[src/rtl/cache_consts.svh]
// ----------------------------
// cache sizing macros, shared by the RTL and the testbench
// CACHE_BLOCK_WORDS must be a power of two and at least 2
// CACHE_ASSOC is 1 or 2 only
// ----------------------------
`ifndef CACHE_CONSTS_SVH
`define CACHE_CONSTS_SVH

// total data capacity in bytes
`define CACHE_BYTES 1024

// words per block
`define CACHE_BLOCK_WORDS 2

// ways per set
`define CACHE_ASSOC 2

`define CACHE_WORD_W 32
`define CACHE_ADDR_W 32

// rows in each storage array, one row per set
`define CACHE_ROWS \
    (`CACHE_BYTES / (`CACHE_WORD_W / 8) / `CACHE_BLOCK_WORDS / `CACHE_ASSOC)

`endif

[src/rtl/cache_geom_pkg.sv]
// ----------------------------
// cache geometry derived from cache_consts.svh
// assumes 4 byte words and power of two set count
// ----------------------------
`include "cache_consts.svh"

package cache_geom_pkg;

    localparam int N_SETS   = `CACHE_ROWS;
    localparam int SET_W    = (N_SETS > 1) ? $clog2(N_SETS) : 1;
    localparam int OFFSET_W = $clog2(`CACHE_BLOCK_WORDS);   // word offset in block
    localparam int BYTE_W   = 2;
    localparam int TAG_W    = `CACHE_ADDR_W - SET_W - OFFSET_W - BYTE_W;
    localparam int WAY_W    = 1;   // enough for 1 or 2 ways

    // byte address split into its cache fields
    typedef struct packed {
        logic [TAG_W-1:0]    tag;
        logic [SET_W-1:0]    set;
        logic [OFFSET_W-1:0] offset;
        logic [BYTE_W-1:0]   byte_sel;
    } decoded_addr_t;

    // one frame's bookkeeping
    typedef struct packed {
        logic             valid;
        logic             dirty;
        logic [TAG_W-1:0] tag;
    } tag_entry_t;

    typedef tag_entry_t [`CACHE_ASSOC-1:0] tag_row_t;

    // indexed as [way][word]
    typedef logic [`CACHE_ASSOC-1:0][`CACHE_BLOCK_WORDS-1:0][`CACHE_WORD_W-1:0] data_row_t;

    typedef logic [WAY_W-1:0] way_t;
    typedef logic [SET_W-1:0] set_t;

endpackage

[src/rtl/cache_victim.sv]
// ----------------------------
// not-recently-used victim per set
// victim is the way after the last touched one
// direct mapped always picks way 0
// ----------------------------
`timescale 1ns/1ps
`include "cache_consts.svh"

module cache_victim (
    input  logic                 CLK,
    input  logic                 nRST,
    input  logic                 touch,
    input  cache_geom_pkg::set_t touch_set,
    input  cache_geom_pkg::way_t touch_way,
    input  cache_geom_pkg::set_t set,
    output cache_geom_pkg::way_t victim
);

    cache_geom_pkg::way_t last_used [cache_geom_pkg::N_SETS];

    always_ff @(posedge CLK, negedge nRST) begin
        if (!nRST) begin
            for (int i = 0; i < cache_geom_pkg::N_SETS; i++) begin
                last_used[i] <= '0;
            end
        end else if (touch) begin
            last_used[touch_set] <= touch_way;
        end
    end

    always_comb begin
        if (`CACHE_ASSOC == 1 ||
            last_used[set] == cache_geom_pkg::way_t'(`CACHE_ASSOC - 1)) begin
            victim = '0;   // wrap around
        end else begin
            victim = last_used[set] + 1'b1;
        end
    end

endmodule

[config.mk]
export PLATFORM = sky130hd
export DESIGN_NAME = cache_victim
export DESIGN_NICKNAME = d
export VERILOG_FILES = /design/src/rtl/cache_geom_pkg.sv /design/src/rtl/cache_victim.sv
export VERILOG_INCLUDE_DIRS = /design/src /design/src/rtl
export SDC_FILE = /design/constraint.sdc
export NUM_CORES = 1
export LEC_CHECK = 0
export BUFFER_PORTS_ARGS = -buffer_cell sky130_fd_sc_hd__buf_2
export CAP_MARGIN = 20
export CELL_PAD_IN_SITES_DETAIL_PLACEMENT = 0
export CELL_PAD_IN_SITES_GLOBAL_PLACEMENT = 1
export CORE_UTILIZATION = 54
export CTS_CLUSTER_SIZE = 30
export DETAILED_ROUTE_END_ITERATION = 16
export PLACE_DENSITY = 0.93
export SYNTH_ARGS = -nofsm -noshare
export SYNTH_HDL_FRONTEND = slang
export SYNTH_SLANG_ARGS = --single-unit
[constraint.sdc]
create_clock -name CLK -period 6.27 [get_ports CLK]
set_input_delay 1.254 -clock CLK [delete_from_list [all_inputs] [get_ports CLK]]
set_output_delay 1.254 -clock CLK [all_outputs]
set_load 0.005 [all_outputs]
==> results.json <==
{
  "grt_setup_unrepaired": "no",
  "crit_top_cell": "buf_2",
  "setup_tns_ns": 0,
  "finalCriticalPeriod_ns": 4.327,
  "hold_viol": 0,
  "h-tree-depth": 3,
  "yosysSeqAreaShare_pct": 47.08,
  "yosysMostFrequentCell": "mux2_2",
  "top_regs": "last_used x64",
  "largest_register": "last_used",
  "antenna_found_initial": 0,
  "finalInstanceArea_sq_um": 3721,
  "seq_power_share_pct": 47.1,
  "mappedNetlistNets": 302,
  "rows": 28,
  "start_util_pct": 56.79,
  "grt_pass1_vias": 2262,
  "portBuffers": 16,
  "cts_resized": 0,
  "synth_common_cells": "mux2_2, dfrtp_1, nand2_1",
  "syn-cell-area_sq_um": 3402,
  "setup_viol": 0,
  "cpLargestDelayFamily": "multiplexers",
  "dpl_cell_area_sq_um": 3488,
  "max_stage_delay_ns": 0.61,
  "final_nets": 312,
  "worstSetupPathType": "input port to output port",
  "cts_root_buffer": "clkbuf_8",
  "p_sw_mw": 0.2499,
  "p_int_mw": 0.8045,
  "power_density_nw_per_um2": 283.4,
  "postSynthAreaPerCell_sq_um": 11.90,
  "ctsHoldBuffers": 0,
  "io_pins": 17,
  "synth_seq_cells": 64,
  "worst_pin_slew_ns": 0.9733,
  "grt_max_degree": 65,
  "crit_chain": "buf_2, mux4_1, mux2_2, a22o_1, nand2_1, a31o_1, buf_2",
  "wl_um": 7120,
  "timing.max_slew.rel_slack_pct": 35.11,
  "cp-start-kind": "input port",
  "die_area_sq_um": 6621,
  "wl_per_cell_um": 18.94,
  "finalWeightedCongestion": 0.7877,
  "yosysTopAreaCellShare_pct": 47.08,
  "cp-end-kind": "output port",
  "area_delta_synth_final_pct": 9.378,
  "avgViaCountPerCell": 6.019,
  "clkSlewWorstSetupHoldPaths_ns": 0.07,
  "synth_ff_type": "dfrtp_1",
  "cts.sinks": 64,
  "cts_buffers": 9,
  "finalPower_mw": 1.054,
  "core_area_sq_um": 5991,
  "min_path_type": "register to register",
  "holdWs_ns": 0.5062,
  "synthDistinctLibCells": 32,
  "async_flop_share_pct": 100.0,
  "die_x_um": 81.37,
  "post-route-util_pct": 62.11,
  "clock.fmax_mhz": 231.1,
  "crit_arrival_ns": 3.07,
  "cap_violations": 0,
  "synthCells": 286,
  "critPathBufInv": 2,
  "synth_area_leaders": "dfrtp_1, mux2_2, mux4_2",
  "antenna_cells": 0,
  "slowest_stage": "mux4_1",
  "critPathMaxFanout": 15,
  "largest_reg_flops": 64,
  "synth.largest_area_cell": "dfrtp_1",
  "fin_crit_sh_pct": 69.01,
  "drive_above_1_share_pct": 36.54,
  "cts.path.max_buffers": 2,
  "cts_tree": "done",
  "grt-ovfl-total": 0,
  "synth_edf_count": 0,
  "drtIter0Drc": 181,
  "yosysWarnings": 0,
  "num_vias": 2263,
  "first_pass_iters": 4,
  "clock_latency_ns": 0.34,
  "vdd_drop_max_mv": 0.1735,
  "leakagePower_nw": 1.666,
  "die_h_um": 81.37,
  "skew_ns": 0,
  "switching_share_pct": 23.70,
  "post-cts-setup-buffer-count": 0,
  "antenna_left": 0,
  "status": "completed",
  "track_usage_pct": 24.95,
  "drc": 0,
  "final_max_slew_viol_count": 0,
  "hpwlAfterDp_um": 4738,
  "p_comb_share_pct": 13.6,
  "worstPathRequired_ns": 5.02,
  "grt_pass1_wl_um": 11810,
  "p_clk_share_pct": 39.3
}
## layout make-up
| class | instances | area [sq um] |
|---|---|---|
| flip-flops and latches | 64 | 1602 |
| repair buffers | 17 | 87.58 |
| multi-input cells | 204 | 1705 |
| fillers | 484 | 2270 |
| clock inverters | 2 | 60.06 |
| clock buffers | 14 | 172.7 |
| well taps | 75 | 93.84 |
## worst paths after layout
path                                 end          start  slack (ns)  depth (start not counted)
setup / recovery                  victim         set[0]        1.94                          7
hold / removal             last_used[32]  last_used[32]        0.51                          1
setup reg to reg           last_used[11]  last_used[11]        5.49                          1
hold reg to reg            last_used[32]  last_used[32]        0.51                          1
max in group asynchronous   last_used[0]           nRST        4.66                          2
min in group asynchronous  last_used[24]           nRST        1.08                          2
## metrics by stage
| stage | worst slack [ns] | instances |
|---|---|---|
| finish | 1.943 | 376 |
| global route | 1.822 | 376 |
| CTS | 1.929 | 376 |
| detailed placement | 1.935 | 360 |
| global placement | 1.969 | 360 |
| floorplan | 2.508 | 286 |
## cells by family after synthesis
logic type      Yosys count  synth area share, %
simple gates            110                15.19
buf+inv                  18                2.795
flops                    64                47.08
mux                      86                33.17
compound gates            8                1.765
## metal layers
metal	vias up	track usage (%)	wire length [um]
met5	-	0	0
met4	0	11.43	107
met3	10	4.607	368
met2	53	37.00	3390
met1	1157	35.58	3253
li1	1043	-	-
## power groups by stage
| stage | clock [mW] | combinational, mW | sequential [mW] |
|---|---|---|---|
| after detailed placement | 0 | 0.145 | 0.503 |
| after CTS | 0.421 | 0.145 | 0.496 |
| after global routing | 0.436 | 0.158 | 0.503 |
| after floorplan | 0 | 0.113 | 0.491 |
| final | 0.415 | 0.144 | 0.496 |
| after global placement | 0 | 0.140 | 0.500 |
## cells in the final DEF, fill, tap and decap left out, drive strengths merged, types with 3 or more instances in the layout
master,instances
nand2,41
nor2,32
mux2,65
nand3,9
nand3b,3
nor2b,4
buf,17
mux4,14
clkbuf,14
nand2b,4
mux2i,7
a22oi,3
dfrtp,64
Power figures use the tool's default switching activity.
