### src/rtl/cache_consts.svh
// ----------------------------
// cache sizing macros, shared by the RTL and the testbench
// CACHE_BLOCK_WORDS must be a power of two and at least 2
// CACHE_ASSOC is 1 or 2 only
// ----------------------------
`ifndef CACHE_CONSTS_SVH
`define CACHE_CONSTS_SVH

// total data capacity in bytes
`define CACHE_BYTES 1024

// words per block
`define CACHE_BLOCK_WORDS 2

// ways per set
`define CACHE_ASSOC 2

`define CACHE_WORD_W 32
`define CACHE_ADDR_W 32

// rows in each storage array, one row per set
`define CACHE_ROWS \
    (`CACHE_BYTES / (`CACHE_WORD_W / 8) / `CACHE_BLOCK_WORDS / `CACHE_ASSOC)

`endif

### src/rtl/cache_geom_pkg.sv
// ----------------------------
// cache geometry derived from cache_consts.svh
// assumes 4 byte words and power of two set count
// ----------------------------
`include "cache_consts.svh"

package cache_geom_pkg;

    localparam int N_SETS   = `CACHE_ROWS;
    localparam int SET_W    = (N_SETS > 1) ? $clog2(N_SETS) : 1;
    localparam int OFFSET_W = $clog2(`CACHE_BLOCK_WORDS);   // word offset in block
    localparam int BYTE_W   = 2;
    localparam int TAG_W    = `CACHE_ADDR_W - SET_W - OFFSET_W - BYTE_W;
    localparam int WAY_W    = 1;   // enough for 1 or 2 ways

    // byte address split into its cache fields
    typedef struct packed {
        logic [TAG_W-1:0]    tag;
        logic [SET_W-1:0]    set;
        logic [OFFSET_W-1:0] offset;
        logic [BYTE_W-1:0]   byte_sel;
    } decoded_addr_t;

    // one frame's bookkeeping
    typedef struct packed {
        logic             valid;
        logic             dirty;
        logic [TAG_W-1:0] tag;
    } tag_entry_t;

    typedef tag_entry_t [`CACHE_ASSOC-1:0] tag_row_t;

    // indexed as [way][word]
    typedef logic [`CACHE_ASSOC-1:0][`CACHE_BLOCK_WORDS-1:0][`CACHE_WORD_W-1:0] data_row_t;

    typedef logic [WAY_W-1:0] way_t;
    typedef logic [SET_W-1:0] set_t;

endpackage

### src/rtl/cache_walk_counter.sv
// ----------------------------
// frame walk over every way of every set
// finish is high while the count is on the last frame
// a step from there wraps to set 0, way 0
// ----------------------------
`timescale 1ns/1ps
`include "cache_consts.svh"

module cache_walk_counter (
    input  logic                 CLK,
    input  logic                 nRST,
    input  logic                 clear,
    input  logic                 step,
    output cache_geom_pkg::set_t set,
    output cache_geom_pkg::way_t way,
    output logic                 finish
);

    logic last_way;

    assign last_way = (way == cache_geom_pkg::way_t'(`CACHE_ASSOC - 1));
    assign finish   = last_way && (set == cache_geom_pkg::set_t'(cache_geom_pkg::N_SETS - 1));

    always_ff @(posedge CLK, negedge nRST) begin
        if (!nRST) begin
            set <= '0;
            way <= '0;
        end else if (clear) begin   // clear wins over step
            set <= '0;
            way <= '0;
        end else if (step) begin
            if (last_way) begin
                way <= '0;
                // next set, or back to the start after the last frame
                if (finish) begin
                    set <= '0;
                end else begin
                    set <= set + 1'b1;
                end
            end else begin
                way <= way + 1'b1;
            end
        end
    end

endmodule

### config.mk
export PLATFORM = sky130hd
export DESIGN_NAME = cache_walk_counter
export DESIGN_NICKNAME = d
export VERILOG_FILES = /design/src/rtl/cache_geom_pkg.sv /design/src/rtl/cache_walk_counter.sv
export VERILOG_INCLUDE_DIRS = /design/src /design/src/rtl
export SDC_FILE = /design/constraint.sdc
export NUM_CORES = 1
export LEC_CHECK = 0
export BUFFER_PORTS_ARGS = -buffer_cell sky130_fd_sc_hd__buf_2
export CAP_MARGIN = 20
export CORE_AREA = 3 3 40 42
export DETAILED_ROUTE_END_ITERATION = 12
export DIE_AREA = 0 0 43 45
export PLACE_DENSITY_LB_ADDON = 0.12
export SYNTH_ARGS = -nofsm -noshare
export SYNTH_HDL_FRONTEND = slang
export SYNTH_SLANG_ARGS = --single-unit
### constraint.sdc
create_clock -name CLK -period 2.87 [get_ports CLK]
set_input_delay 0.287 -clock CLK [delete_from_list [all_inputs] [get_ports CLK]]
set_output_delay 0.287 -clock CLK [all_outputs]
set_load 0.005 [all_outputs]
==> results of run 1 <==
[synth_stat cells]
cell type	instances
xnor2_1	1
inv_1	1
or3_2	1
or4_1	1
and3b_2	1
ha_1	1
nand3_1	4
o21ai_0	3
dfrtp_1	7
xor2_1	1
buf_2	1
nand4_1	1
or3_1	1
a21oi_2	1
nand2_1	4
a21oi_1	5
o31ai_1	2
nor2_1	3
[worst max-delay path: cells and delay by family (launching register included)]
| family | cells | cell delay (ns) |
|---|---|---|
| adder cells (fa/ha/maj) | 1 | 0.21 |
| AND/OR/NAND/NOR | 2 | 0.24 |
| flip-flops | 1 | 0.40 |
| buffers and inverters | 1 | 0.12 |
[where the power goes]
group | switching [mW] | total, mW | internal, mW
registers | 0.00476 | 0.106 | 0.101
logic | 0.0112 | 0.0198 | 0.00869
clock network | 0.0367 | 0.0898 | 0.0531
[what timing repair did]
item                                    in CTS  in global routing
endpoints found under the hold margin        7                  0
endpoints found under the setup margin       0                  0
hold buffers                                 1                  0
[per-stage QoR]
| stage | instance area (µm²) | hold WS, ns | utilization, % | cells | worst slack (ns) |
|---|---|---|---|---|---|
| floorplan | 362 | -0.00859 | - | 39 | 1.64 |
| finish | 467 | 0.302 | 36.3 | 69 | 1.38 |
| detailed placement | 430 | 0.135 | 33.5 | 64 | 1.60 |
| global placement | 430 | 0.131 | 33.5 | 64 | 1.62 |
| CTS | 467 | 0.292 | 36.3 | 69 | 1.37 |
| global route | 467 | 0.307 | 36.3 | 69 | 1.26 |
[layout make-up]
type,count,area (µm²),share of cell area [%]
Timing Repair Buffer,12,65.1,13.9
Inverter,1,3.75,0.804
Clock buffer,4,26.3,5.63
Tap cell,15,18.8,4.02
Multi-Input combinational cell,30,178,38.1
Sequential cell,7,175,37.5
[path summary, 6_finish.rpt]
| kind | slack, ns | end | start | cells after the start |
|---|---|---|---|---|
| max | 1.38 | finish | set[0] | 4 |
| min | 0.30 | set[1] | clear | 2 |
| min in group asynchronous | 0.39 | set[3] | nRST | 2 |
| max reg2reg | 1.58 | set[5] | way | 3 |
| min reg2reg | 0.57 | set[1] | set[1] | 2 |
| max in group asynchronous | 2.32 | set[0] | nRST | 2 |
[logic make-up (layout without fill, tap and decap cells)]
family / Yosys count / count (layout) / synth area share (%)
buffers and inverters: 2 / 17 / 2.42
AO/OA/AOI/OAI: 11 / 11 / 17.6
XOR/XNOR: 2 / 2 / 4.85
AND/OR/NAND/NOR: 16 / 16 / 23.2
adder cells (fa/ha/maj): 1 / 1 / 3.46
flip-flops: 7 / 7 / 48.4
[registers in the layout, summed over array words and instances (netlist names)]
register  flops
way           1
set           6
[routing by layer]
| metal | global-route usage [%] | wire (µm) |
|---|---|---|
| met5 | 0 | 0 |
| met4 | 9.04 | 8 |
| met3 | 3.19 | 63 |
| met2 | 13.2 | 356 |
| met1 | 12.3 | 388 |
==> reports/metrics.yaml, run 1 <==
outcome: "finished clean"
synth_fp_nets: 44
yosys.area.top_type: "dfrtp_1"
drtIter0Drc: 3
power_leakage_nw: 0.220
ys_ff_latch: 7
critPathMaxFanout: 5
syn_to_final_growth_pct: 29.1
grt_use_total_pct: 9.82
ant_nets: 0
die_x_um: 43
fmax_mhz: 669
synth_area_um2: 362
final_cell_mix: "buf_2 (11), dfrtp_1 (7), a21oi_1 (5)"
grt_pass1_vias: 310
die_h_um: 45
synthTopCellsByArea: "dfrtp_1 (48%), a21oi_1 (6.9%), nand3_1 (5.5%)"
mostFrequentLayoutCell: "buf_2"
max-clock-path-buffers: 2
hold_violations: 0
setup_violations: 0
syn_area_per_cell_um2: 9.27
gp_congestion: 0.730
rows: 13
crit_type: "flip-flop to primary output"
synthCells: 39
synth_top_area_share_pct: 48.4
first_pass_iters: 4
setup_tns_ns: 0
h-tree-depth: 1
cp-start-kind: "flip-flop"
dp_hpwl_um: 608
vias: 336
yosysWarnings: 0
rsz0062_at_grt: "false"
cts_tree: "built"
n_fill_cell: 140
seq_area_frac_synth_pct: 48.4
worstPathRequired_ns: 2.58
postCtsSetupBuffers: 0
dieArea_um2: 1940
cts_resized: 0
total_power_uw: 216
antenna_found_initial: 0
path_cells: "ha_1 > nand4_1 > nor2_1 > buf_2"
grt_max_degree: 9
ys_types: 18
final_period_minus_worst_setup_slack_ns: 1.49
insertion_delay_ns: 0.25
wire_per_inst_um: 11.8
timing.final.crit_share_pct: 52.0
relSlewSlack_pct: 81.3
post-route-drc-count: 0
drt-total-wl_um: 815
cp.arrival_ns: 1.21
cp_slowest_cell: "dfrtp_1"
io_buffers: 11
coreArea_um2: 1280
io-pin-count: 12
fin_skew_ns: 0.00165
path_clk_slew_ns: 0.05
maxSlewViolCount: 0
cts.sinks: 7
grt_pass1_wl_um: 1360
p_per_area_nw_per_um2: 462
numCtsBuffers: 3
max_cap_viol_count: 0
nets: 60
ir_worst_vdd_mv: 0.167
clock-root-buffer: "clkbuf_4"
cp-end-kind: "primary output"
diodes: 0
vias_per_cell: 4.87
slowest_delay_ns: 0.40
start_util_pct: 28.1
drive_gt1_share_pct: 31.5
grt_overflow_total: 0
min_path_type: "input port to flip-flop"
tightest_slew_ns: 0.279
No activity file was read; power rests on OpenSTA's default activity.
==> inputs of run 2 (changes only) <==
Clock period 2.87 ns to 1.5 ns, I/O delays scaled along.
==> run 2 against run 1 <==
Largest cell class unchanged. Routed wire length grew 6.6%. Register-to-register slack lost 1.4 ns. Die area is the same. Clock power grew 90%. Sequential power grew 92%. First-iteration DRC count grew 33%.
==> reports/metrics.yaml, run 2 (same netlist as run 1, synthesis figures left out) <==
drtIter0Drc: 4  # was 3
setup_violations: 0  # unchanged
switching_share_pct: 24.3  # was 24.4%
final_period_minus_worst_setup_slack_ns: 1.39
fin_skew_ns: 0.00145  # was 0.00165 ns
power.internal_uw: 312  # was 163 µW
h-tree-depth: 1  # unchanged
max-clock-path-buffers: 2  # unchanged
rr_worst_depth: 3  # unchanged
cp-start-kind: "flip-flop"  # unchanged
min_path_type: "input port to flip-flop"  # unchanged
dp_hpwl_um: 646  # was 608 µm
power_frac_clock_pct: 41.5  # was 41.6%
gp_congestion: 0.720  # was 0.730
p_sw_uw: 100  # was 52.6 µW
cts_tree: "built"  # unchanged
first_pass_iters: 4  # unchanged
clock-root-buffer: "clkbuf_4"  # unchanged
outcome: "finished clean"  # unchanged
p_seq_share_pct: 49.2  # about the same
cp-end-kind: "primary output"  # unchanged
worstPathRequired_ns: 1.35  # was 2.58 ns
largest-register: "set"  # unchanged
start_util_pct: 28.1  # unchanged
grt_use_total_pct: 10.3  # was 9.82%
insertion_delay_ns: 0.25  # about the same
grt_pass1_vias: 328  # was 310
wire_per_inst_um: 12.6  # was 11.8 µm
dieArea_um2: 1940  # unchanged
dp.cells: 64  # unchanged
ant_nets: 0  # unchanged
die_h_um: 45  # unchanged
r2r-start: "way"  # unchanged
maxSlewViolCount: 0  # unchanged
rrSetupSlack_ns: 0.17  # was 1.58 ns
antenna_found_initial: 0  # unchanged
coreArea_um2: 1280  # unchanged
largestRegisters: "set x6, way x1"  # unchanged
mostFrequentLayoutCell: "buf_2"  # unchanged
n_fill_cell: 140  # unchanged
power_leakage_nw: 0.220  # unchanged
drive_gt1_share_pct: 31.5  # unchanged
largest_register_ffs: 6  # unchanged
syn_to_final_growth_pct: 29.1  # unchanged
grt_pass1_wl_um: 1410  # was 1360 µm
final_cell_mix: "buf_2 (11), dfrtp_1 (7), a21oi_1 (5)"  # unchanged
io_buffers: 11  # unchanged
path_clk_slew_ns: 0.05  # about the same
hold_violations: 0  # unchanged
rsz0062_at_grt: "false"  # unchanged
crit_type: "flip-flop to primary output"  # unchanged
numCtsBuffers: 3  # unchanged
post-route-drc-count: 0  # unchanged
critPathMaxFanout: 5  # unchanged
setup.worst_path.start: "set[0]"  # unchanged
grt_overflow_total: 0  # unchanged
drt-total-wl_um: 869  # was 815 µm
cts_resized: 0  # unchanged
vias: 359  # was 336
fmax_mhz: 720
max_cap_viol_count: 0  # unchanged
tightest_slew_ns: 0.263  # was 0.279 ns
cp.arrival_ns: 1.24  # was 1.21 ns
grt_max_degree: 9  # unchanged
timing.final.crit_share_pct: 92.6
reg2reg_to: "set[5]"  # unchanged
die_x_um: 43  # unchanged
ir_worst_vdd_mv: 0.420  # was 0.167 mV
relSlewSlack_pct: 82.3  # was 81.3%
crit_path_end: "finish"  # unchanged
p_per_area_nw_per_um2: 883  # was 462 nW/µm²
cts.sinks: 7  # unchanged
rows: 13  # unchanged
p_comb_share_pct: 9.2  # about the same
diodes: 0  # unchanged
nets: 60  # unchanged
setup_tns_ns: 0  # unchanged
io-pin-count: 12  # unchanged
final_cells: 69  # unchanged
vias_per_cell: 5.20  # was 4.87
-- run 2: cell counts in the layout (fill, tap and decap cells not counted) --
Identical to the previous run, type by type.
-- run 2: per-stage QoR --
stage	instance area, µm²	setup WS [ns]	hold slack (ns)	utilization [%]	power [mW]
2_1_floorplan	362	0.267	-0.146	-	0.223
3_3_place_gp	430	0.247	-0.00455	33.5	0.243
3_5_place_dp	430	0.176	-0.00589	33.5	0.243
4_1_cts	467	0.110	0.156	36.3	0.419
5_1_grt	467	0.0461	0.168	36.3	0.434
6_report	467	0.111	0.161	36.3	0.412
-- run 2: worst min-delay path by stage --
| stage | to | cells after the start | startpoint | slack, ns |
|---|---|---|---|---|
| 3_5_place_dp | set[3] | 1 | nRST | -0.006 |
| 6_report | set[4] | 2 | clear | 0.16 |
| 5_1_grt | way | 2 | clear | 0.17 |
| 3_3_place_gp | set[3] | 1 | nRST | -0.005 |
| 4_1_cts | set[4] | 2 | clear | 0.16 |
| 2_1_floorplan | set[0] | 0 | nRST | -0.15 |
-- run 2: final cells by class --
class	instances	area [µm²]	area share [%]
clock buffers	4	26.3	5.63
inverters	1	3.75	0.804
multi-input cells	30	178	38.1
flip-flops and latches	7	175	37.5
well taps	15	18.8	4.02
repair buffers	12	65.1	13.9
-- run 2: repair_timing --
| action | 4_1_cts | 5_1_grt |
|---|---|---|
| hold endpoints to repair | 7 | 0 |
| hold buffers | 1 | 0 |
| buffers inserted | 0 | 0 |
-- run 2: worst max-delay path, cell delays in order (launching register included) --
cell and delay, ns:
dfrtp_1 0.40, ha_1 0.21, nand4_1 0.14, nor2_1 0.12, buf_2 0.12
-- run 2: power groups by stage --
stage / registers, mW / clock network, mW / logic (mW)
2_1_floorplan: 0.201 / 0 / 0.0220
3_3_place_gp: 0.206 / 0 / 0.0370
3_5_place_dp: 0.206 / 0 / 0.0369
4_1_cts: 0.203 / 0.177 / 0.0391
5_1_grt: 0.204 / 0.186 / 0.0438
6_report: 0.203 / 0.171 / 0.0380
-- run 2: metal layers --
layer / part of all wire [%] / track usage [%] / vias to the layer above
met3: 7.6 / 2.39 / 2
li1: - / - / 169
met4: 1.5 / 9.04 / 0
met2: 47 / 16.2 / 12
met1: 44 / 11.8 / 176
met5: 0 / 0 / -
==> inputs of run 3 (changes only) <==
Settings changed: SETUP_SLACK_MARGIN set to 0.15.
==> run 3 against run 2 <==
Non-clock buffer count grew 4. Highest routed layer unchanged. Critical path depth is the same. Sequential cell count is the same.
==> reports/metrics.yaml, run 3 (same netlist as run 1, synthesis figures left out) <==
cts_tree: "built"  # unchanged
p_sw_uw: 104  # was 100 µW
largest_register_ffs: 6  # unchanged
path_clk_slew_ns: 0.05  # about the same
drive_gt1_share_pct: 39.7  # was 31.5%
setup_violations: 0  # unchanged
first_pass_iters: 4  # unchanged
relSlewSlack_pct: 82.4  # was 82.3%
antenna_found_initial: 0  # unchanged
maxSlewViolCount: 0  # unchanged
cp_slowest_cell: "dfrtp_1"  # unchanged
post-route-drc-count: 0  # unchanged
cp.arrival_ns: 1.19  # was 1.24 ns
drtIter0Drc: 9  # was 4
rows: 13  # unchanged
numCtsBuffers: 3  # unchanged
wire_per_inst_um: 12.8  # was 12.6 µm
max_cap_viol_count: 0  # unchanged
cpLargestDelayFamily: "flip-flops"  # unchanged
start_util_pct: 28.1  # unchanged
setup_tns_ns: 0  # unchanged
ant_nets: 0  # unchanged
clock-root-buffer: "clkbuf_4"  # unchanged
die_h_um: 45  # unchanged
vias_per_cell: 5.14  # was 5.20
fmax_mhz: 747  # was 720 MHz
worstPathRequired_ns: 1.35  # about the same
syn_to_final_growth_pct: 38.4  # was 29.1%
die_x_um: 43  # unchanged
diodes: 0  # unchanged
cp_num_buf_inv: 1  # unchanged
fin_skew_ns: 0.00243  # was 0.00145 ns
vias: 375  # was 359
timing.final.crit_share_pct: 89.2  # was 92.6%
multiInputGateArea_um2: 180  # was 178 µm²
rsz0062_at_grt: "true"  # was false
crit_type: "flip-flop to primary output"  # unchanged
h-tree-depth: 1  # unchanged
final_cell_mix: "buf_2 (11), dfrtp_1 (6), a21oi_1 (5)"  # was buf_2 (11), dfrtp_1 (7), a21oi_1 (5)
hold-worst-slack_ns: 0.156  # was 0.161 ns
grt_overflow_total: 0  # unchanged
path_cells: "ha_2 > nand4_1 > nor2_1 > buf_2"  # was ha_1 > nand4_1 > nor2_1 > buf_2
io-pin-count: 12  # unchanged
insertion_delay_ns: 0.25  # about the same
largestRegisters: "set x6, way x1"  # unchanged
hold_violations: 0  # unchanged
mostFrequentLayoutCell: "buf_2"  # unchanged
grt_pass1_vias: 355  # was 328
critPathMaxFanout: 3  # was 5
nets: 64  # was 60
power_frac_clock_pct: 41.4  # was 41.5%
grt_max_degree: 9  # unchanged
gp_congestion: 0.720  # unchanged
largest-register: "set"  # unchanged
tightest_slew_ns: 0.262  # was 0.263 ns
grt_pass1_wl_um: 1500  # was 1410 µm
final_period_minus_worst_setup_slack_ns: 1.34  # was 1.39 ns
max-clock-path-buffers: 2  # unchanged
ir_worst_vdd_mv: 0.426  # was 0.420 mV
n_fill_cell: 137  # was 140
coreArea_um2: 1280  # unchanged
grt_use_total_pct: 11.0  # was 10.3%
drt-total-wl_um: 934  # was 869 µm
min_path_type: "input port to flip-flop"  # unchanged
cts.sinks: 7  # unchanged
p_per_area_nw_per_um2: 839  # was 883 nW/µm²
slowest_delay_ns: 0.36  # was 0.40 ns
outcome: "finished clean"  # unchanged
p_comb_share_pct: 10.3  # was 9.2%
dp_hpwl_um: 646  # unchanged
dieArea_um2: 1940  # unchanged
switching_share_pct: 24.7  # was 24.3%
regArea_um2: 176  # was 175 µm²
io_buffers: 11  # unchanged
power.internal_uw: 316  # was 312 µW
cp-start-kind: "flip-flop"  # unchanged
cp-end-kind: "primary output"  # unchanged
p_seq_share_pct: 48.3  # was 49.2%
power_leakage_nw: 0.237  # was 0.220 nW
-- run 3: cell types whose count changed in the layout (fill, tap and decap cells not counted), sizes merged --
cell,delta
buf,+4
-- run 3: routing by layer --
metal | global-route usage [%] | vias to the layer above | share of wire [%]
li1 | - | 179 | -
met1 | 11.8 | 177 | 42
met2 | 18.6 | 15 | 46
met3 | 2.39 | 4 | 8.5
met4 | 9.04 | 0 | 3.0
met5 | 0 | - | 0
-- run 3: power by group through the flow --
| stage | registers [mW] | clock network [mW] | logic (mW) |
|---|---|---|---|
| 6_report | 0.203 | 0.174 | 0.0433 |
| 3_5_place_dp | 0.206 | 0 | 0.0369 |
| 5_1_grt | 0.203 | 0.186 | 0.0495 |
| 2_1_floorplan | 0.201 | 0 | 0.0220 |
| 4_1_cts | 0.202 | 0.177 | 0.0440 |
| 3_3_place_gp | 0.206 | 0 | 0.0370 |
-- run 3: path summary, 6_finish.rpt --
check | end | slack [ns] | start | cells after the start
max reg2reg | set[5] | 0.22 | set[0] | 4
max in group asynchronous | way | 1.07 | nRST | 2
min reg2reg | set[4] | 0.58 | set[4] | 2
min in group asynchronous | set[5] | 0.25 | nRST | 2
min | way | 0.16 | clear | 2
max | finish | 0.16 | set[0] | 4
-- run 3: layout make-up --
type | count | share of cell area (%)
Multi-Input combinational cell | 30 | 36.0
Sequential cell | 7 | 35.2
Timing Repair Buffer | 16 | 19.0
Clock buffer | 4 | 5.25
Tap cell | 15 | 3.75
Inverter | 1 | 0.750
-- run 3: timing repair --
| action | in CTS | in global routing |
|---|---|---|
| buffers inserted | 2 | 2 |
| resized for setup | 1 | 1 |
| hold buffers | 1 | 0 |
| endpoints found under the hold margin | 7 | 0 |
| setup endpoints to repair | 1 | 4 |
| gates cloned | 0 | 0 |
-- run 3: through the flow --
step	utilization [%]	power, mW	std cells	setup WS [ns]	area (µm²)
after floorplan	-	0.223	39	0.267	362
after global placement	33.5	0.243	64	0.247	430
after detailed placement	33.5	0.243	64	0.176	430
after CTS	37.7	0.423	71	0.161	484
after global routing	38.9	0.439	73	0.122	500
final	38.9	0.420	73	0.162	500
