[src/rtl/cache_consts.svh]
// ----------------------------
// cache sizing macros, shared by the RTL and the testbench
// CACHE_BLOCK_WORDS must be a power of two and at least 2
// CACHE_ASSOC is 1 or 2 only
// ----------------------------
`ifndef CACHE_CONSTS_SVH
`define CACHE_CONSTS_SVH

// total data capacity in bytes
`define CACHE_BYTES 1024

// words per block
`define CACHE_BLOCK_WORDS 2

// ways per set
`define CACHE_ASSOC 2

`define CACHE_WORD_W 32
`define CACHE_ADDR_W 32

// rows in each storage array, one row per set
`define CACHE_ROWS \
    (`CACHE_BYTES / (`CACHE_WORD_W / 8) / `CACHE_BLOCK_WORDS / `CACHE_ASSOC)

`endif

[src/rtl/cache_geom_pkg.sv]
// ----------------------------
// cache geometry derived from cache_consts.svh
// assumes 4 byte words and power of two set count
// ----------------------------
`include "cache_consts.svh"

package cache_geom_pkg;

    localparam int N_SETS   = `CACHE_ROWS;
    localparam int SET_W    = (N_SETS > 1) ? $clog2(N_SETS) : 1;
    localparam int OFFSET_W = $clog2(`CACHE_BLOCK_WORDS);   // word offset in block
    localparam int BYTE_W   = 2;
    localparam int TAG_W    = `CACHE_ADDR_W - SET_W - OFFSET_W - BYTE_W;
    localparam int WAY_W    = 1;   // enough for 1 or 2 ways

    // byte address split into its cache fields
    typedef struct packed {
        logic [TAG_W-1:0]    tag;
        logic [SET_W-1:0]    set;
        logic [OFFSET_W-1:0] offset;
        logic [BYTE_W-1:0]   byte_sel;
    } decoded_addr_t;

    // one frame's bookkeeping
    typedef struct packed {
        logic             valid;
        logic             dirty;
        logic [TAG_W-1:0] tag;
    } tag_entry_t;

    typedef tag_entry_t [`CACHE_ASSOC-1:0] tag_row_t;

    // indexed as [way][word]
    typedef logic [`CACHE_ASSOC-1:0][`CACHE_BLOCK_WORDS-1:0][`CACHE_WORD_W-1:0] data_row_t;

    typedef logic [WAY_W-1:0] way_t;
    typedef logic [SET_W-1:0] set_t;

endpackage

[src/rtl/cache_bus_pkg.sv]
// ----------------------------
// types carried on the processor and memory ports
// plus the controller state encoding
// ----------------------------
`include "cache_consts.svh"

package cache_bus_pkg;

    typedef logic [`CACHE_WORD_W-1:0]     word_t;
    typedef logic [`CACHE_WORD_W/8-1:0]   byte_en_t;   // one bit per byte lane
    typedef logic [`CACHE_ADDR_W-1:0]     addr_t;

    // whole block as moved on the memory port, word 0 in the low bits
    typedef logic [`CACHE_BLOCK_WORDS-1:0][`CACHE_WORD_W-1:0] block_t;

    typedef enum logic [2:0] {
        INIT,        // invalidate frames after reset
        LOOKUP,      // serve hits, start misses and flushes
        WRITEBACK,   // dirty victim out to memory
        REFILL,      // block in from memory
        FLUSH        // walk all frames
    } cache_state_t;

endpackage

[src/rtl/cache_ctrl.sv]
// ----------------------------
// write-back cache controller
// requester holds ren/wen and the address until busy is low
// flush is served at the next LOOKUP cycle, ahead of a request
// ----------------------------
`timescale 1ns/1ps
`include "cache_consts.svh"

module cache_ctrl (
    input  logic                      CLK,
    input  logic                      nRST,
    // processor side
    input  logic                      ren,
    input  logic                      wen,
    input  cache_bus_pkg::addr_t      addr,
    input  cache_bus_pkg::word_t      wdata,
    input  cache_bus_pkg::byte_en_t   byte_en,
    output logic                      busy,
    output cache_bus_pkg::word_t      rdata,
    input  logic                      flush,
    output logic                      flush_done,
    output logic                      miss,
    // memory side
    output logic                      mem_ren,
    output logic                      mem_wen,
    output cache_bus_pkg::addr_t      mem_addr,
    output cache_bus_pkg::block_t     mem_store,
    input  logic                      mem_wait,
    input  cache_bus_pkg::block_t     mem_load,
    // storage arrays
    output cache_geom_pkg::set_t      arr_sel,
    output logic                      tag_wen,
    output logic                      data_wen,
    output cache_geom_pkg::tag_row_t  tag_wval,
    output cache_geom_pkg::tag_row_t  tag_wmask,
    output cache_geom_pkg::data_row_t data_wval,
    output cache_geom_pkg::data_row_t data_wmask,
    input  cache_geom_pkg::tag_row_t  tag_rval,
    input  cache_geom_pkg::data_row_t data_rval,
    // victim tracker
    output logic                      touch,
    output cache_geom_pkg::way_t      touch_way,
    input  cache_geom_pkg::way_t      victim,
    // walk counter
    output logic                      walk_clear,
    output logic                      walk_step,
    input  cache_geom_pkg::set_t      walk_set,
    input  cache_geom_pkg::way_t      walk_way,
    input  logic                      walk_finish
);

    cache_bus_pkg::cache_state_t   state, next_state;
    cache_geom_pkg::decoded_addr_t req, miss_addr;
    cache_geom_pkg::way_t          hit_way, miss_way;
    cache_geom_pkg::tag_entry_t    frame;   // frame under the walk
    cache_bus_pkg::word_t          byte_mask;
    logic hit, access, capture;
    logic flush_req, flush_pend;

    // block base address from a tag and a set
    function automatic cache_bus_pkg::addr_t block_addr(
        input logic [cache_geom_pkg::TAG_W-1:0] tag,
        input cache_geom_pkg::set_t             set
    );
        cache_geom_pkg::decoded_addr_t a;
        a     = '0;
        a.tag = tag;
        a.set = set;
        return cache_bus_pkg::addr_t'(a);
    endfunction

    assign req        = cache_geom_pkg::decoded_addr_t'(addr);
    assign access     = ren || wen;
    assign flush_pend = flush || flush_req;
    assign frame      = tag_rval[walk_way];

    always_ff @(posedge CLK, negedge nRST) begin
        if (!nRST) begin
            state     <= cache_bus_pkg::INIT;
            flush_req <= 1'b0;
        end else begin
            state     <= next_state;
            flush_req <= flush_pend && !walk_clear;   // consumed when the walk starts
        end
    end

    // miss bookkeeping, written only when a miss is taken
    always_ff @(posedge CLK) begin
        if (capture) begin
            miss_addr <= req;
            miss_way  <= victim;
        end
    end

    always_comb begin
        for (int b = 0; b < `CACHE_WORD_W / 8; b++) begin
            byte_mask[8*b +: 8] = {8{byte_en[b]}};
        end
    end

    // tag compare over all ways
    always_comb begin
        hit     = 1'b0;
        hit_way = '0;
        for (int i = 0; i < `CACHE_ASSOC; i++) begin
            if (tag_rval[i].valid && tag_rval[i].tag == req.tag) begin
                hit     = 1'b1;
                hit_way = cache_geom_pkg::way_t'(i);
            end
        end
    end

    always_comb begin
        case (state)
            cache_bus_pkg::INIT,
            cache_bus_pkg::FLUSH:     arr_sel = walk_set;
            cache_bus_pkg::WRITEBACK,
            cache_bus_pkg::REFILL:    arr_sel = miss_addr.set;
            default:                  arr_sel = req.set;
        endcase
    end

    always_comb begin
        next_state = state;
        busy       = 1'b1;
        rdata      = '0;
        flush_done = 1'b0;
        miss       = 1'b0;
        mem_ren    = 1'b0;
        mem_wen    = 1'b0;
        mem_addr   = '0;
        mem_store  = '0;
        tag_wen    = 1'b0;
        data_wen   = 1'b0;
        tag_wval   = '0;
        tag_wmask  = '1;   // keep everything unless cleared below
        data_wval  = '0;
        data_wmask = '1;
        touch      = 1'b0;
        touch_way  = hit_way;
        walk_clear = 1'b0;
        walk_step  = 1'b0;
        capture    = 1'b0;

        case (state)
            cache_bus_pkg::INIT: begin
                tag_wen             = 1'b1;   // zero entry, one frame per cycle
                tag_wmask[walk_way] = '0;
                walk_step           = 1'b1;
                if (walk_finish) begin
                    next_state = cache_bus_pkg::LOOKUP;
                end
            end
            cache_bus_pkg::LOOKUP: begin
                if (flush_pend) begin
                    walk_clear = 1'b1;
                    next_state = cache_bus_pkg::FLUSH;
                end else if (access && hit) begin
                    busy  = 1'b0;
                    touch = 1'b1;
                    if (ren) begin
                        rdata = data_rval[hit_way][req.offset];
                    end else begin
                        // byte merge and mark dirty
                        data_wen                         = 1'b1;
                        data_wval[hit_way][req.offset]  = wdata;
                        data_wmask[hit_way][req.offset] = ~byte_mask;
                        tag_wen                          = 1'b1;
                        tag_wval[hit_way].dirty          = 1'b1;
                        tag_wmask[hit_way].dirty         = 1'b0;
                    end
                end else if (access) begin
                    capture = 1'b1;
                    if (tag_rval[victim].valid && tag_rval[victim].dirty) begin
                        next_state = cache_bus_pkg::WRITEBACK;
                    end else begin
                        next_state = cache_bus_pkg::REFILL;
                    end
                end
            end
            cache_bus_pkg::WRITEBACK: begin
                mem_wen   = 1'b1;
                mem_addr  = block_addr(tag_rval[miss_way].tag, miss_addr.set);
                mem_store = data_rval[miss_way];
                if (!mem_wait) begin
                    tag_wen             = 1'b1;   // victim now invalid and clean
                    tag_wmask[miss_way] = '0;
                    next_state          = cache_bus_pkg::LOOKUP;
                end
            end
            cache_bus_pkg::REFILL: begin
                mem_ren  = 1'b1;
                mem_addr = block_addr(miss_addr.tag, miss_addr.set);
                if (!mem_wait) begin
                    miss                 = 1'b1;
                    tag_wen              = 1'b1;
                    tag_wval[miss_way].valid = 1'b1;
                    tag_wval[miss_way].tag   = miss_addr.tag;
                    tag_wmask[miss_way]  = '0;
                    data_wen             = 1'b1;
                    data_wval[miss_way]  = mem_load;
                    data_wmask[miss_way] = '0;
                    next_state           = cache_bus_pkg::LOOKUP;   // request hits there
                end
            end
            cache_bus_pkg::FLUSH: begin
                if (frame.valid && frame.dirty) begin
                    mem_wen   = 1'b1;
                    mem_addr  = block_addr(frame.tag, walk_set);
                    mem_store = data_rval[walk_way];
                    walk_step = !mem_wait;
                end else begin
                    walk_step = 1'b1;
                end
                if (walk_step) begin
                    tag_wen             = 1'b1;
                    tag_wmask[walk_way] = '0;
                    if (walk_finish) begin
                        flush_done = 1'b1;
                        next_state = cache_bus_pkg::LOOKUP;
                    end
                end
            end
            default: next_state = cache_bus_pkg::INIT;
        endcase
    end

endmodule

[config.mk]
export PLATFORM = sky130hd
export DESIGN_NAME = cache_ctrl
export DESIGN_NICKNAME = d
export VERILOG_FILES = /design/src/rtl/cache_geom_pkg.sv /design/src/rtl/cache_bus_pkg.sv /design/src/rtl/cache_ctrl.sv
export VERILOG_INCLUDE_DIRS = /design/src /design/src/rtl
export SDC_FILE = /design/constraint.sdc
export NUM_CORES = 1
export LEC_CHECK = 0
export BUFFER_PORTS_ARGS = -buffer_cell sky130_fd_sc_hd__buf_2
export CORE_AREA = 2 2 318 320
export CTS_CLUSTER_SIZE = 8
export DETAILED_ROUTE_END_ITERATION = 8
export DIE_AREA = 0 0 320 322
export GPL_ROUTABILITY_DRIVEN = 0
export MAX_ROUTING_LAYER = met4
export PLACE_DENSITY_LB_ADDON = 0.08
export SETUP_SLACK_MARGIN = 0.15
export SLEW_MARGIN = 20
export SYNTH_ARGS = -nofsm -noshare
export SYNTH_HDL_FRONTEND = slang
export SYNTH_SLANG_ARGS = --single-unit
[constraint.sdc]
create_clock -name CLK -period 5.25 [get_ports CLK]
set_input_delay 0.2625 -clock CLK [delete_from_list [all_inputs] [get_ports CLK]]
set_output_delay 0.2625 -clock CLK [all_outputs]
set_load 0.01 [all_outputs]
==> impl_metrics.py, run 1 <==
metrics = {
    "critical_path": {
        "cp.arrival_ps": 3220,
        "endpoint": "data_wval[87]",
        "r2r_slack_ps": 2260,
        "r2r-start": "state[0]$_DFFE_PN0P_",
        "cp-end-kind": "output pin",
        "cpPeakStageDelay_ps": 630,
        "startpoint_type": "register",
        "cp.required_ps": 4990,
        "worst_path_max_delay_cell": "dfrtp_1",
        "worstSetupStartpoint": "state[0]$_DFFE_PN0P_",
        "path_cells": "nor3b_2 > nand3b_1 > nor2_1 > nand3_1 > buf_4 > o21ai_0 > buf_2",
        "path_class": "register to output pin",
        "r2r_cells": 5,
        "r2r-end": "miss_addr[18]$_DFFE_PP_",
        "path_max_fanout": 32,
    },
    "timing": {
        "timing.final.hold_violations": 0,
        "relSlewSlack_pct": 25.17,
        "rsz0062_at_grt": "no",
        "finClkSkew_ps": 9.420,
        "clock.fmax_mhz": 286.9,
        "finalSetupViolCount": 0,
        "holdWs_ps": 141.7,
        "finalWorstSetupSlack_ps": 1765,
        "maxSlewViolCount": 0,
        "fin_setup_tns_ps": 0,
        "worst_pin_slew_ps": 1121,
        "fin_crit_sh_pct": 66.38,
        "fin_crit_ps": 3485,
    },
    "placement": {
        "dp_hpwl_um": 53080,
        "place_inst": 3011,
        "place_ws_ps": 1564,
        "port_buffers": 820,
        "placed_area_mm2": 0.01249,
    },
    "layout": {
        "register_area_mm2": 0.001001,
        "instances_no_fill": 3035,
        "fin_area_mm2": 0.01273,
        "layout_commonest_cell": "buf_2",
        "multiInputGateArea_mm2": 0.005370,
        "area_growth_pct": 59.04,
        "final_cell_mix": "819 x buf_2, 155 x nand2_1, 74 x o21ai_0",
        "drive_gt1_share_pct": 55.05,
        "nets": 2046,
        "nFillCells": 11710,
    },
    "power_and_ir_drop": {
        "p_leak_uw": 0.005829,
        "power_density_mw_per_mm2": 234.0,
        "peakVddDrop_v": 0.0001683,
    },
    "status": {
        "status": "complete, no violations",
    },
    "routing": {
        "ant_nets": 0,
        "viasPerCell": 3.561,
        "detail_route.wl_per_cell_um": 21.45,
        "route.detailed.drc": 0,
        "drt_first_iter_violations": 515,
        "drt_wl_total_um": 65090,
        "via_count": 10810,
        "drtPass1Iterations": 5,
    },
    "clocking": {
        "htreeDepth": 2,
        "cts_resized": 0,
        "path_clk_slew_ps": 70,
        "cts-root-buf": "clkbuf_16",
        "cts_buffer_depth": 2,
        "clock_latency_ps": 320,
        "cts-buffers-inserted": 5,
        "cts_tree": "built",
        "clock_sinks": 34,
    },
    "yosys": {
        "synth_cell_types": 54,
        "netlist_instances": 1116,
        "async_reset_ff_share_pct": 11.76,
        "synth-edff-count": 30,
        "ys_ff_latch": 34,
        "seq_area_frac_synth_pct": 12.51,
        "syn_avg_cell_area_um2": 7.171,
        "yosys_warnings": 0,
        "synth_ff_type": "edfxtp_1",
        "synth_area_mm2": 0.008003,
    },
    "global_route": {
        "grt-ovfl-total": 0,
        "grt_pass1_vias": 10780,
        "grt_pass1_wl_um": 86340,
        "grtUsageTotal_pct": 12.12,
        "antenna_found_initial": 19,
        "grt_max_degree": 70,
    },
    "die": {
        "core_area_mm2": 0.09957,
        "die_w_um": 320,
        "die_h_um": 322,
        "rows": 116,
        "io-pin-count": 826,
        "die-area_mm2": 0.1030,
        "start_util_pct": 8.038,
    },
    "min_path": {
        "holdCritPathClass": "input pin to register",
        "hp-start": "addr[6]",
    },
    "job": {
        "cap_violations": 0,
    },
}
[registers in the layout (all words and copies together), names as in the netlist]
register	cells
miss_addr	29
state	3
flush_req	1
miss_way	1
[cell families (layout without fill, tap and decap cells)]
logic type | count (synthesis) | count (layout) | synth area share, %
mux | 64 | 64 | 9.006
compound gates | 339 | 339 | 29.88
other cells | 1 | 18 | 0.04686
buf+inv | 288 | 892 | 21.39
flops | 34 | 34 | 12.51
xor+xnor | 46 | 46 | 5.034
simple gates | 344 | 344 | 22.14
[layer usage]
layer  track usage [%]  up-vias  routed length [um]
li1                  -     5140                   -
met1             13.56     5203               26050
met2             22.32      440               34660
met3             2.377       25                3591
met4             2.274        0                 782
met5                 -        -                   0
[cells in the mapped netlist (7+ instances only)]
cell type  instances  area share (%)
mux2_2            64             9.0
o21ai_0           74             4.6
a222oi_1          23             2.9
a21oi_1           16             1.0
nand4_1           44             3.4
buf_1              9            0.42
nor3_1             7            0.44
nand2b_1          34             2.7
a22o_1            71             7.8
clkbuf_1          68             3.2
o2111ai_1         32             3.5
a21boi_1          12             1.1
buf_2             21             1.3
and3_1             9            0.70
o21ai_1           60             3.8
xor2_1             8            0.88
buf_4            161              15
a21boi_0          19             1.8
inv_1             29             1.4
nor2_1            16            0.75
and2_1            48             3.8
edfxtp_1          30              11
nand2_1          155             7.3
xnor2_1           38             4.2
a22oi_1            8            0.75
[power breakdown]
part           switching [uW]  internal (uW)
Combinational            1340            776
Sequential               59.3            351
Clock                     177            275
[timing repair]
| item | 4_1_cts | 5_1_grt |
|---|---|---|
| setup buffers | 0 | 0 |
| hold buffers | 1 | 0 |
| endpoints found under the setup margin | 0 | 0 |
| endpoints found under the hold margin | 4 | 0 |
[worst min-delay path by stage]
stage / cells after the start / to
after floorplan: 0 / flush_req$_DFF_PN0_
after global placement: 1 / flush_req$_DFF_PN0_
after detailed placement: 1 / flush_req$_DFF_PN0_
after CTS: 1 / miss_addr[6]$_DFFE_PP_
after global routing: 1 / miss_addr[6]$_DFFE_PP_
final: 1 / miss_addr[6]$_DFFE_PP_
[area by class of cell]
class                      instances  area share (%)
antenna                           15          0.2949
inverter                          29          0.8553
clock inverter                     3          0.5407
sequential                        34           7.865
multi-input combinational        796           42.19
tap                             1298           12.76
timing repair buffer             855           34.51
clock buffer                       5          0.9831
[worst max-delay path, delay by kind of cell, from the launching register on]
| family | cells | cell delay, ps |
|---|---|---|
| compound gates | 1 | 580 |
| buf+inv | 2 | 540 |
| flops | 1 | 630 |
| simple gates | 4 | 1100 |
[through the flow]
stage          utilization, %  power [uW]
2_1_floorplan               -        1845
3_3_place_gp            12.53        2630
3_5_place_dp            12.54        2601
4_1_cts                 12.75        3085
5_1_grt                 12.78        3226
6_report                12.78        2979
Note: power is estimated with default switching activity, not from simulation.
==> run 2: changes to the inputs <==
--- a/config.mk
+++ b/config.mk
@@ -7,10 +7,10 @@
 export NUM_CORES = 1
 export LEC_CHECK = 0
 export BUFFER_PORTS_ARGS = -buffer_cell sky130_fd_sc_hd__buf_2
-export CORE_AREA = 2 2 318 320
+export CORE_AREA = 2 2 320 322
 export CTS_CLUSTER_SIZE = 8
 export DETAILED_ROUTE_END_ITERATION = 8
-export DIE_AREA = 0 0 320 322
+export DIE_AREA = 0 0 322 324
 export GPL_ROUTABILITY_DRIVEN = 0
 export MAX_ROUTING_LAYER = met4
 export PLACE_DENSITY_LB_ADDON = 0.08
==> constraint.sdc (replaced) <==
create_clock -name CLK -period 2.8 [get_ports CLK]
set_input_delay 0.14 -clock CLK [delete_from_list [all_inputs] [get_ports CLK]]
set_output_delay 0.14 -clock CLK [all_outputs]
set_load 0.01 [all_outputs]
==> run 2 against run 1 <==
Compared with the run above:
- via count is 2.1% higher
- sequential share of layout area down 0.48 points
- global-route usage shrank 0.22 points
- combinational power is 100% higher
- count of clock-buffer cells in the layout is the same
- critical path depth up 2
- clock power up 86%
- clock skew grew 2.7 ps
- core utilization up 0.63 points
- critical endpoint is now rdata[31]
- wire length rose by 2.0%
- first-iteration DRC count increased by 2.1%
- worst hold slack lost 110 ps
==> impl_metrics.py, run 2 (synthesized netlist as in run 1, its figures left out) <==
metrics = {
    "critical_path": {
        "cpPeakStageDelay_ps": 410,
        "r2r_cells": 7,
        "r2r-start": "state[2]$_DFFE_PN0P_",
        "worstSetupStartpoint": "state[2]$_DFFE_PN0P_",
        "crit_family": "buffers and inverters",
        "path_max_fanout": 10,
        "cp.required_ps": 2660,
        "r2r_slack_ps": 600,
        "worst_path_max_delay_cell": "dfrtp_1",
        "r2r-end": "miss_addr[26]$_DFFE_PP_",
        "path_depth": 9,
        "path_cells": "nor3b_4 > nand3b_1 > buf_4 > nor4_4 > buf_4 > clkbuf_16 > o2111ai_1 > a21boi_0 > buf_2",
        "cp-end-kind": "output pin",
        "cp_common_cell": "buf_4",
        "startpoint_type": "register",
        "cp.arrival_ps": 2440,
        "path_class": "register to output pin",
        "path_buf_inv": 4,
        "endpoint": "rdata[31]",
    },
    "global_route": {
        "grtUsageTotal_pct": 11.90,
        "grt_max_degree": 88,
        "antenna_found_initial": 15,
        "grt_pass1_wl_um": 85640,
        "grt-ovfl-total": 0,
        "grt_pass1_vias": 10820,
    },
    "layout": {
        "layout_commonest_cell": "buf_2",
        "drive_gt1_share_pct": 57.41,
        "final_cell_mix": "819 x buf_2, 154 x nand2_1, 73 x o21ai_0",
        "nets": 2099,
        "top_regs": "miss_addr (29), state (3)",
        "nFillCells": 11870,
        "area_growth_pct": 69.32,
        "largest_reg_flops": 29,
        "regMostFlops": "miss_addr",
        "fin_area_mm2": 0.01355,
    },
    "die": {
        "die_w_um": 322,
        "core_area_mm2": 0.1010,
        "start_util_pct": 7.923,
        "die_h_um": 324,
        "rows": 117,
        "io-pin-count": 826,
        "die-area_mm2": 0.1043,
    },
    "clocking": {
        "clock_sinks": 34,
        "clock_latency_ps": 320,
        "cts-root-buf": "clkbuf_16",
        "cts-buffers-inserted": 5,
        "cts_tree": "built",
        "path_clk_slew_ps": 80,
        "cts_buffer_depth": 2,
        "htreeDepth": 2,
    },
    "routing": {
        "drt_wl_total_um": 66410,
        "ant_nets": 0,
        "via_count": 11030,
        "detail_route.wl_per_cell_um": 21.44,
        "drt_first_iter_violations": 526,
        "drtPass1Iterations": 7,
        "viasPerCell": 3.561,
        "route.detailed.drc": 0,
    },
    "timing": {
        "maxSlewViolCount": 0,
        "finalWorstSetupSlack_ps": 222.1,
        "fin_crit_sh_pct": 92.07,
        "finalSetupViolCount": 0,
        "fin_crit_ps": 2578,
        "fin_setup_tns_ps": 0,
        "rsz0062_at_grt": "yes",
        "timing.final.hold_violations": 0,
        "worst_pin_slew_ps": 559.0,
        "clock.fmax_mhz": 387.9,
        "finClkSkew_ps": 12.12,
        "relSlewSlack_pct": 62.70,
    },
    "placement": {
        "dp_hpwl_um": 53110,
        "port_buffers": 820,
        "place_ws_ps": 103.2,
        "placed_area_mm2": 0.01301,
    },
    "power_and_ir_drop": {
        "power_uw": 5802,
        "peakVddDrop_v": 0.0002143,
        "power_density_mw_per_mm2": 428.2,
        "p_leak_uw": 0.006219,
    },
    "min_path": {
        "holdCritPathClass": "input pin to register",
        "holdPathStages": 1,
    },
    "status": {
        "status": "complete, no violations",
    },
    "job": {
        "cap_violations": 0,
    },
}
[run 2: final cells by class]
class | count | area [um2] | share of cell area, %
multi-input combinational | 796 | 5478 | 40.42
timing repair buffer | 908 | 5096 | 37.61
tap | 1309 | 1638 | 12.09
sequential | 34 | 1001 | 7.387
clock buffer | 5 | 125.1 | 0.9234
inverter | 29 | 108.9 | 0.8033
clock inverter | 3 | 68.82 | 0.5078
antenna | 14 | 35.03 | 0.2585
[run 2: routing by layer]
metal	up-vias	share of wire, %	GRT usage, %	routed length, um
li1	5261	-	-	-
met1	5322	40	13.28	26370
met2	430	53	21.77	35140
met3	20	6.4	2.547	4243
met4	0	1.0	2.274	661
met5	-	0	-	0
[run 2: worst min-delay path by stage]
stage | startpoint | end | slack [ps]
final | addr[4] | miss_addr[4]$_DFFE_PP_ | 30
after global routing | addr[4] | miss_addr[4]$_DFFE_PP_ | 10
after CTS | addr[4] | miss_addr[4]$_DFFE_PP_ | 5
after detailed placement | nRST | flush_req$_DFF_PN0_ | -40
after global placement | nRST | flush_req$_DFF_PN0_ | -40
after floorplan | nRST | flush_req$_DFF_PN0_ | -160
[run 2: where the power goes]
part	total [uW]	internal, uW	switching, uW
sequential	727	658	68.5
combinational	4240	1640	2600
clock	838	515	323
[run 2: through the flow]
step	cells	hold WS, ps	util, %
finish	3098	32.75	13.42
detailed placement	3058	-42.52	12.88
floorplan	1118	-155.6	-
CTS	3072	4.962	13.16
global route	3095	14.82	13.41
global placement	3058	-41.59	12.88
[run 2: what timing repair did]
item                                    4_1_cts  5_1_grt
hold buffers                                  3        0
resized for setup                             6       25
endpoints found under the setup margin      173      246
setup buffers                                 3       10
pin swaps                                     2        5
gates cloned                                  0        2
endpoints found under the hold margin         6        0
==> run 3: changes to the inputs <==
--- a/config.mk
+++ b/config.mk
@@ -6,11 +6,12 @@
 export SDC_FILE = /design/constraint.sdc
 export NUM_CORES = 1
 export LEC_CHECK = 0
+export ABC_AREA = 1
 export BUFFER_PORTS_ARGS = -buffer_cell sky130_fd_sc_hd__buf_2
-export CORE_AREA = 2 2 320 322
+export CORE_AREA = 2 2 325 327
 export CTS_CLUSTER_SIZE = 8
 export DETAILED_ROUTE_END_ITERATION = 8
-export DIE_AREA = 0 0 322 324
+export DIE_AREA = 0 0 327 329
 export GPL_ROUTABILITY_DRIVEN = 0
 export MAX_ROUTING_LAYER = met4
 export PLACE_DENSITY_LB_ADDON = 0.08
==> constraint.sdc (replaced) <==
create_clock -name CLK -period 3.13 [get_ports CLK]
set_input_delay 0.1565 -clock CLK [delete_from_list [all_inputs] [get_ports CLK]]
set_output_delay 0.1565 -clock CLK [all_outputs]
set_load 0.01 [all_outputs]
==> run 3 against run 2 <==
Compared with the run above:
- largest power group unchanged
- clock power is 10% lower
- core utilization fell by 0.20 points
- wire length is 4.8% higher
- largest cell class unchanged
- design area grew 1.8%
==> impl_metrics.py, run 3 <==
metrics = {
    "status": {
        "status": "complete, no violations",
    },
    "min_path": {
        "holdPathEnd": "miss_addr[7]$_DFFE_PP_",
        "holdCritPathClass": "input pin to register",
        "holdPathStages": 1,
        "hp-start": "addr[7]",
    },
    "yosys": {
        "seq_area_frac_synth_pct": 11.64,
        "synth_ff_type": "edfxtp_1",
        "synth_simple_gate_area_share_pct": 37.01,
        "synth-edff-count": 30,
        "muxShareOfSynthArea_pct": 0,
        "yosys.area.top_type": "nand2_1",
        "async_reset_ff_share_pct": 11.76,
        "yosys_warnings": 0,
        "ys_ff_latch": 34,
        "synth_top_family_by_area": "simple AND/OR/NAND/NOR gates",
        "yosysMostFrequentCell": "nand2_1",
        "synth_top_area_share_pct": 20.52,
        "synthAdderAreaFrac_pct": 0,
        "netlist_instances": 1604,
        "synth_cell_types": 30,
        "synthTopCellsByArea": "nand2_1 21%, buf_4 14%, o22ai_1 14%",
        "synth_compound_area_share_pct": 18.70,
        "syn_avg_cell_area_um2": 5.361,
        "synth_xor_area_share_pct": 0,
        "synth_area_mm2": 0.008599,
        "synthTopCellsByCount": "470 x nand2_1, 299 x inv_1, 192 x o22ai_1",
    },
    "power_and_ir_drop": {
        "pwr-share-comb_pct": 72.7,
        "p_leak_uw": 0.007805,
        "sw_frac_of_total_pct": 53.78,
        "peakVddDrop_v": 0.0003293,
        "power_density_mw_per_mm2": 365.5,
        "power.switching_uw": 2712,
        "power.share.clock_pct": 14.9,
        "p_seq_share_pct": 12.4,
        "internal_power_uw": 2331,
    },
    "clocking": {
        "cts-buffers-inserted": 5,
        "path_clk_slew_ps": 80,
        "htreeDepth": 2,
        "cts_tree": "built",
        "clock_latency_ps": 310,
        "cts_buffer_depth": 2,
        "clock_sinks": 34,
        "cts-root-buf": "clkbuf_16",
    },
    "layout": {
        "top_regs": "miss_addr (29), state (3)",
        "nets": 2567,
        "final_cell_mix": "820 x buf_2, 469 x nand2_1, 299 x inv_1",
        "layout_commonest_cell": "buf_2",
        "area_growth_pct": 60.45,
        "drive_gt1_share_pct": 42.31,
        "nFillCells": 12520,
        "regMostFlops": "miss_addr",
        "largest_reg_flops": 29,
    },
    "critical_path": {
        "path_class": "register to output pin",
        "cp.arrival_ps": 2620,
        "path_max_fanout": 71,
        "startpoint_type": "register",
        "r2r-start": "state[1]$_DFFE_PN0P_",
        "r2r-end": "miss_addr[25]$_DFFE_PP_",
        "r2r_cells": 8,
        "path_cells": "inv_2 > nand2_1 > nor2_2 > nand2_1 > nor2_4 > nand3_4 > buf_12 > buf_12 > o22ai_1 > buf_2",
        "cp.required_ps": 2970,
        "worst_path_max_delay_cell": "dfrtp_1",
        "crit_family": "simple AND/OR/NAND/NOR gates",
        "cp-end-kind": "output pin",
        "worstSetupStartpoint": "state[2]$_DFFE_PN0P_",
        "cpPeakStageDelay_ps": 460,
        "path_buf_inv": 4,
        "r2r_slack_ps": 740,
    },
    "timing": {
        "fin_crit_ps": 2775,
        "maxSlewViolCount": 0,
        "finalSetupViolCount": 0,
        "holdWs_ps": 36.53,
        "timing.final.hold_violations": 0,
        "finClkSkew_ps": 12.58,
        "fin_crit_sh_pct": 88.65,
        "worst_pin_slew_ps": 743.9,
        "rsz0062_at_grt": "yes",
        "relSlewSlack_pct": 50.35,
        "clock.fmax_mhz": 360.4,
        "fin_setup_tns_ps": 0,
    },
    "routing": {
        "viasPerCell": 3.501,
        "via_count": 12780,
        "drtPass1Iterations": 4,
        "ant_nets": 0,
        "drt_first_iter_violations": 531,
        "route.detailed.drc": 0,
        "drt_wl_total_um": 69590,
        "detail_route.wl_per_cell_um": 19.06,
    },
    "die": {
        "io-pin-count": 826,
        "die_w_um": 327,
        "core_area_mm2": 0.1044,
        "rows": 119,
        "start_util_pct": 8.239,
        "die-area_mm2": 0.1076,
        "die_h_um": 329,
    },
    "global_route": {
        "grtUsageTotal_pct": 12.38,
        "grt_max_degree": 72,
        "antenna_found_initial": 18,
        "grt-ovfl-total": 0,
        "grt_pass1_wl_um": 94620,
        "grt_pass1_vias": 12930,
    },
    "placement": {
        "port_buffers": 820,
        "dp_hpwl_um": 57390,
    },
    "job": {
        "cap_violations": 0,
    },
}
## run 3: layout make-up
type                            count  area (um2)  share of cell area, %
Clock buffer                        5       125.1                 0.9068
Multi-Input combinational cell   1000        4873                  35.32
Tap cell                         1391        1740                  12.61
Clock inverter                      3       68.82                 0.4987
Timing Repair Buffer              882        4747                  34.40
Sequential cell                    34        1001                  7.254
Antenna cell                       16       40.04                 0.2902
Inverter                          319        1202                  8.714
## run 3: how the worst max path moves through the flow
| stage | endpoint | slack [ps] | depth (start not counted) |
|---|---|---|---|
| 2_1_floorplan | miss_addr[10]$_DFFE_PP_ | 240 | 8 |
| 3_3_place_gp | mem_store[29] | 250 | 11 |
| 3_5_place_dp | mem_store[46] | 280 | 11 |
| 4_1_cts | data_wval[92] | 170 | 10 |
| 5_1_grt | data_wval[28] | 120 | 10 |
| 6_report | data_wval[92] | 360 | 10 |
## run 3: per-layer routing
layer	wire (um)	share of wire [%]	global-route usage [%]	vias up
li1	-	-	-	6271
met4	794	1.1	1.416	0
met5	0	0	-	-
met2	34950	50	21.89	459
met3	4422	6.4	2.884	34
met1	29410	42	14.61	6015
## run 3: power by group through the flow
stage / sequential, uW / clock (uW) / combinational, uW
6_report: 626 / 752 / 3670
5_1_grt: 636 / 801 / 4090
4_1_cts: 627 / 791 / 3810
3_5_place_dp: 636 / 0 / 3740
3_3_place_gp: 637 / 0 / 3780
2_1_floorplan: 623 / 0 / 2560
## run 3: repair_timing
action | 4_1_cts | 5_1_grt
setup endpoints to repair | 96 | 122
setup buffers | 10 | 0
gates cloned | 1 | 0
gates resized for setup | 3 | 5
hold buffers | 1 | 0
pin swaps | 2 | 0
hold endpoints to repair | 4 | 0
## run 3: stage by stage
stage | power (uW) | cell area (um2) | util, % | setup WS [ps] | cells
global route | 5526 | 13790 | 13.21 | 122.8 | 3647
floorplan | 3184 | 8607 | - | 236.9 | 1606
finish | 5043 | 13800 | 13.22 | 355.1 | 3650
CTS | 5231 | 13740 | 13.17 | 167.9 | 3634
global placement | 4416 | 13410 | 12.85 | 247.8 | 3614
detailed placement | 4381 | 13410 | 12.85 | 278.2 | 3614
## run 3: logic make-up after synthesis
| kind of cell | Yosys count |
|---|---|
| other | 1 |
| AND/OR/NAND/NOR | 743 |
| AO/OA/AOI/OAI | 253 |
| buffers and inverters | 573 |
| flip-flops | 34 |
## run 3: worst register-to-register path, stage by stage (launching register included)
cell,delay [ps]
dfrtp_1,460
nor2_1,120
inv_1,280
buf_4,270
o21ai_0,100
a211oi_1,240
nand2_1,180
nor2_4,150
buf_12,240
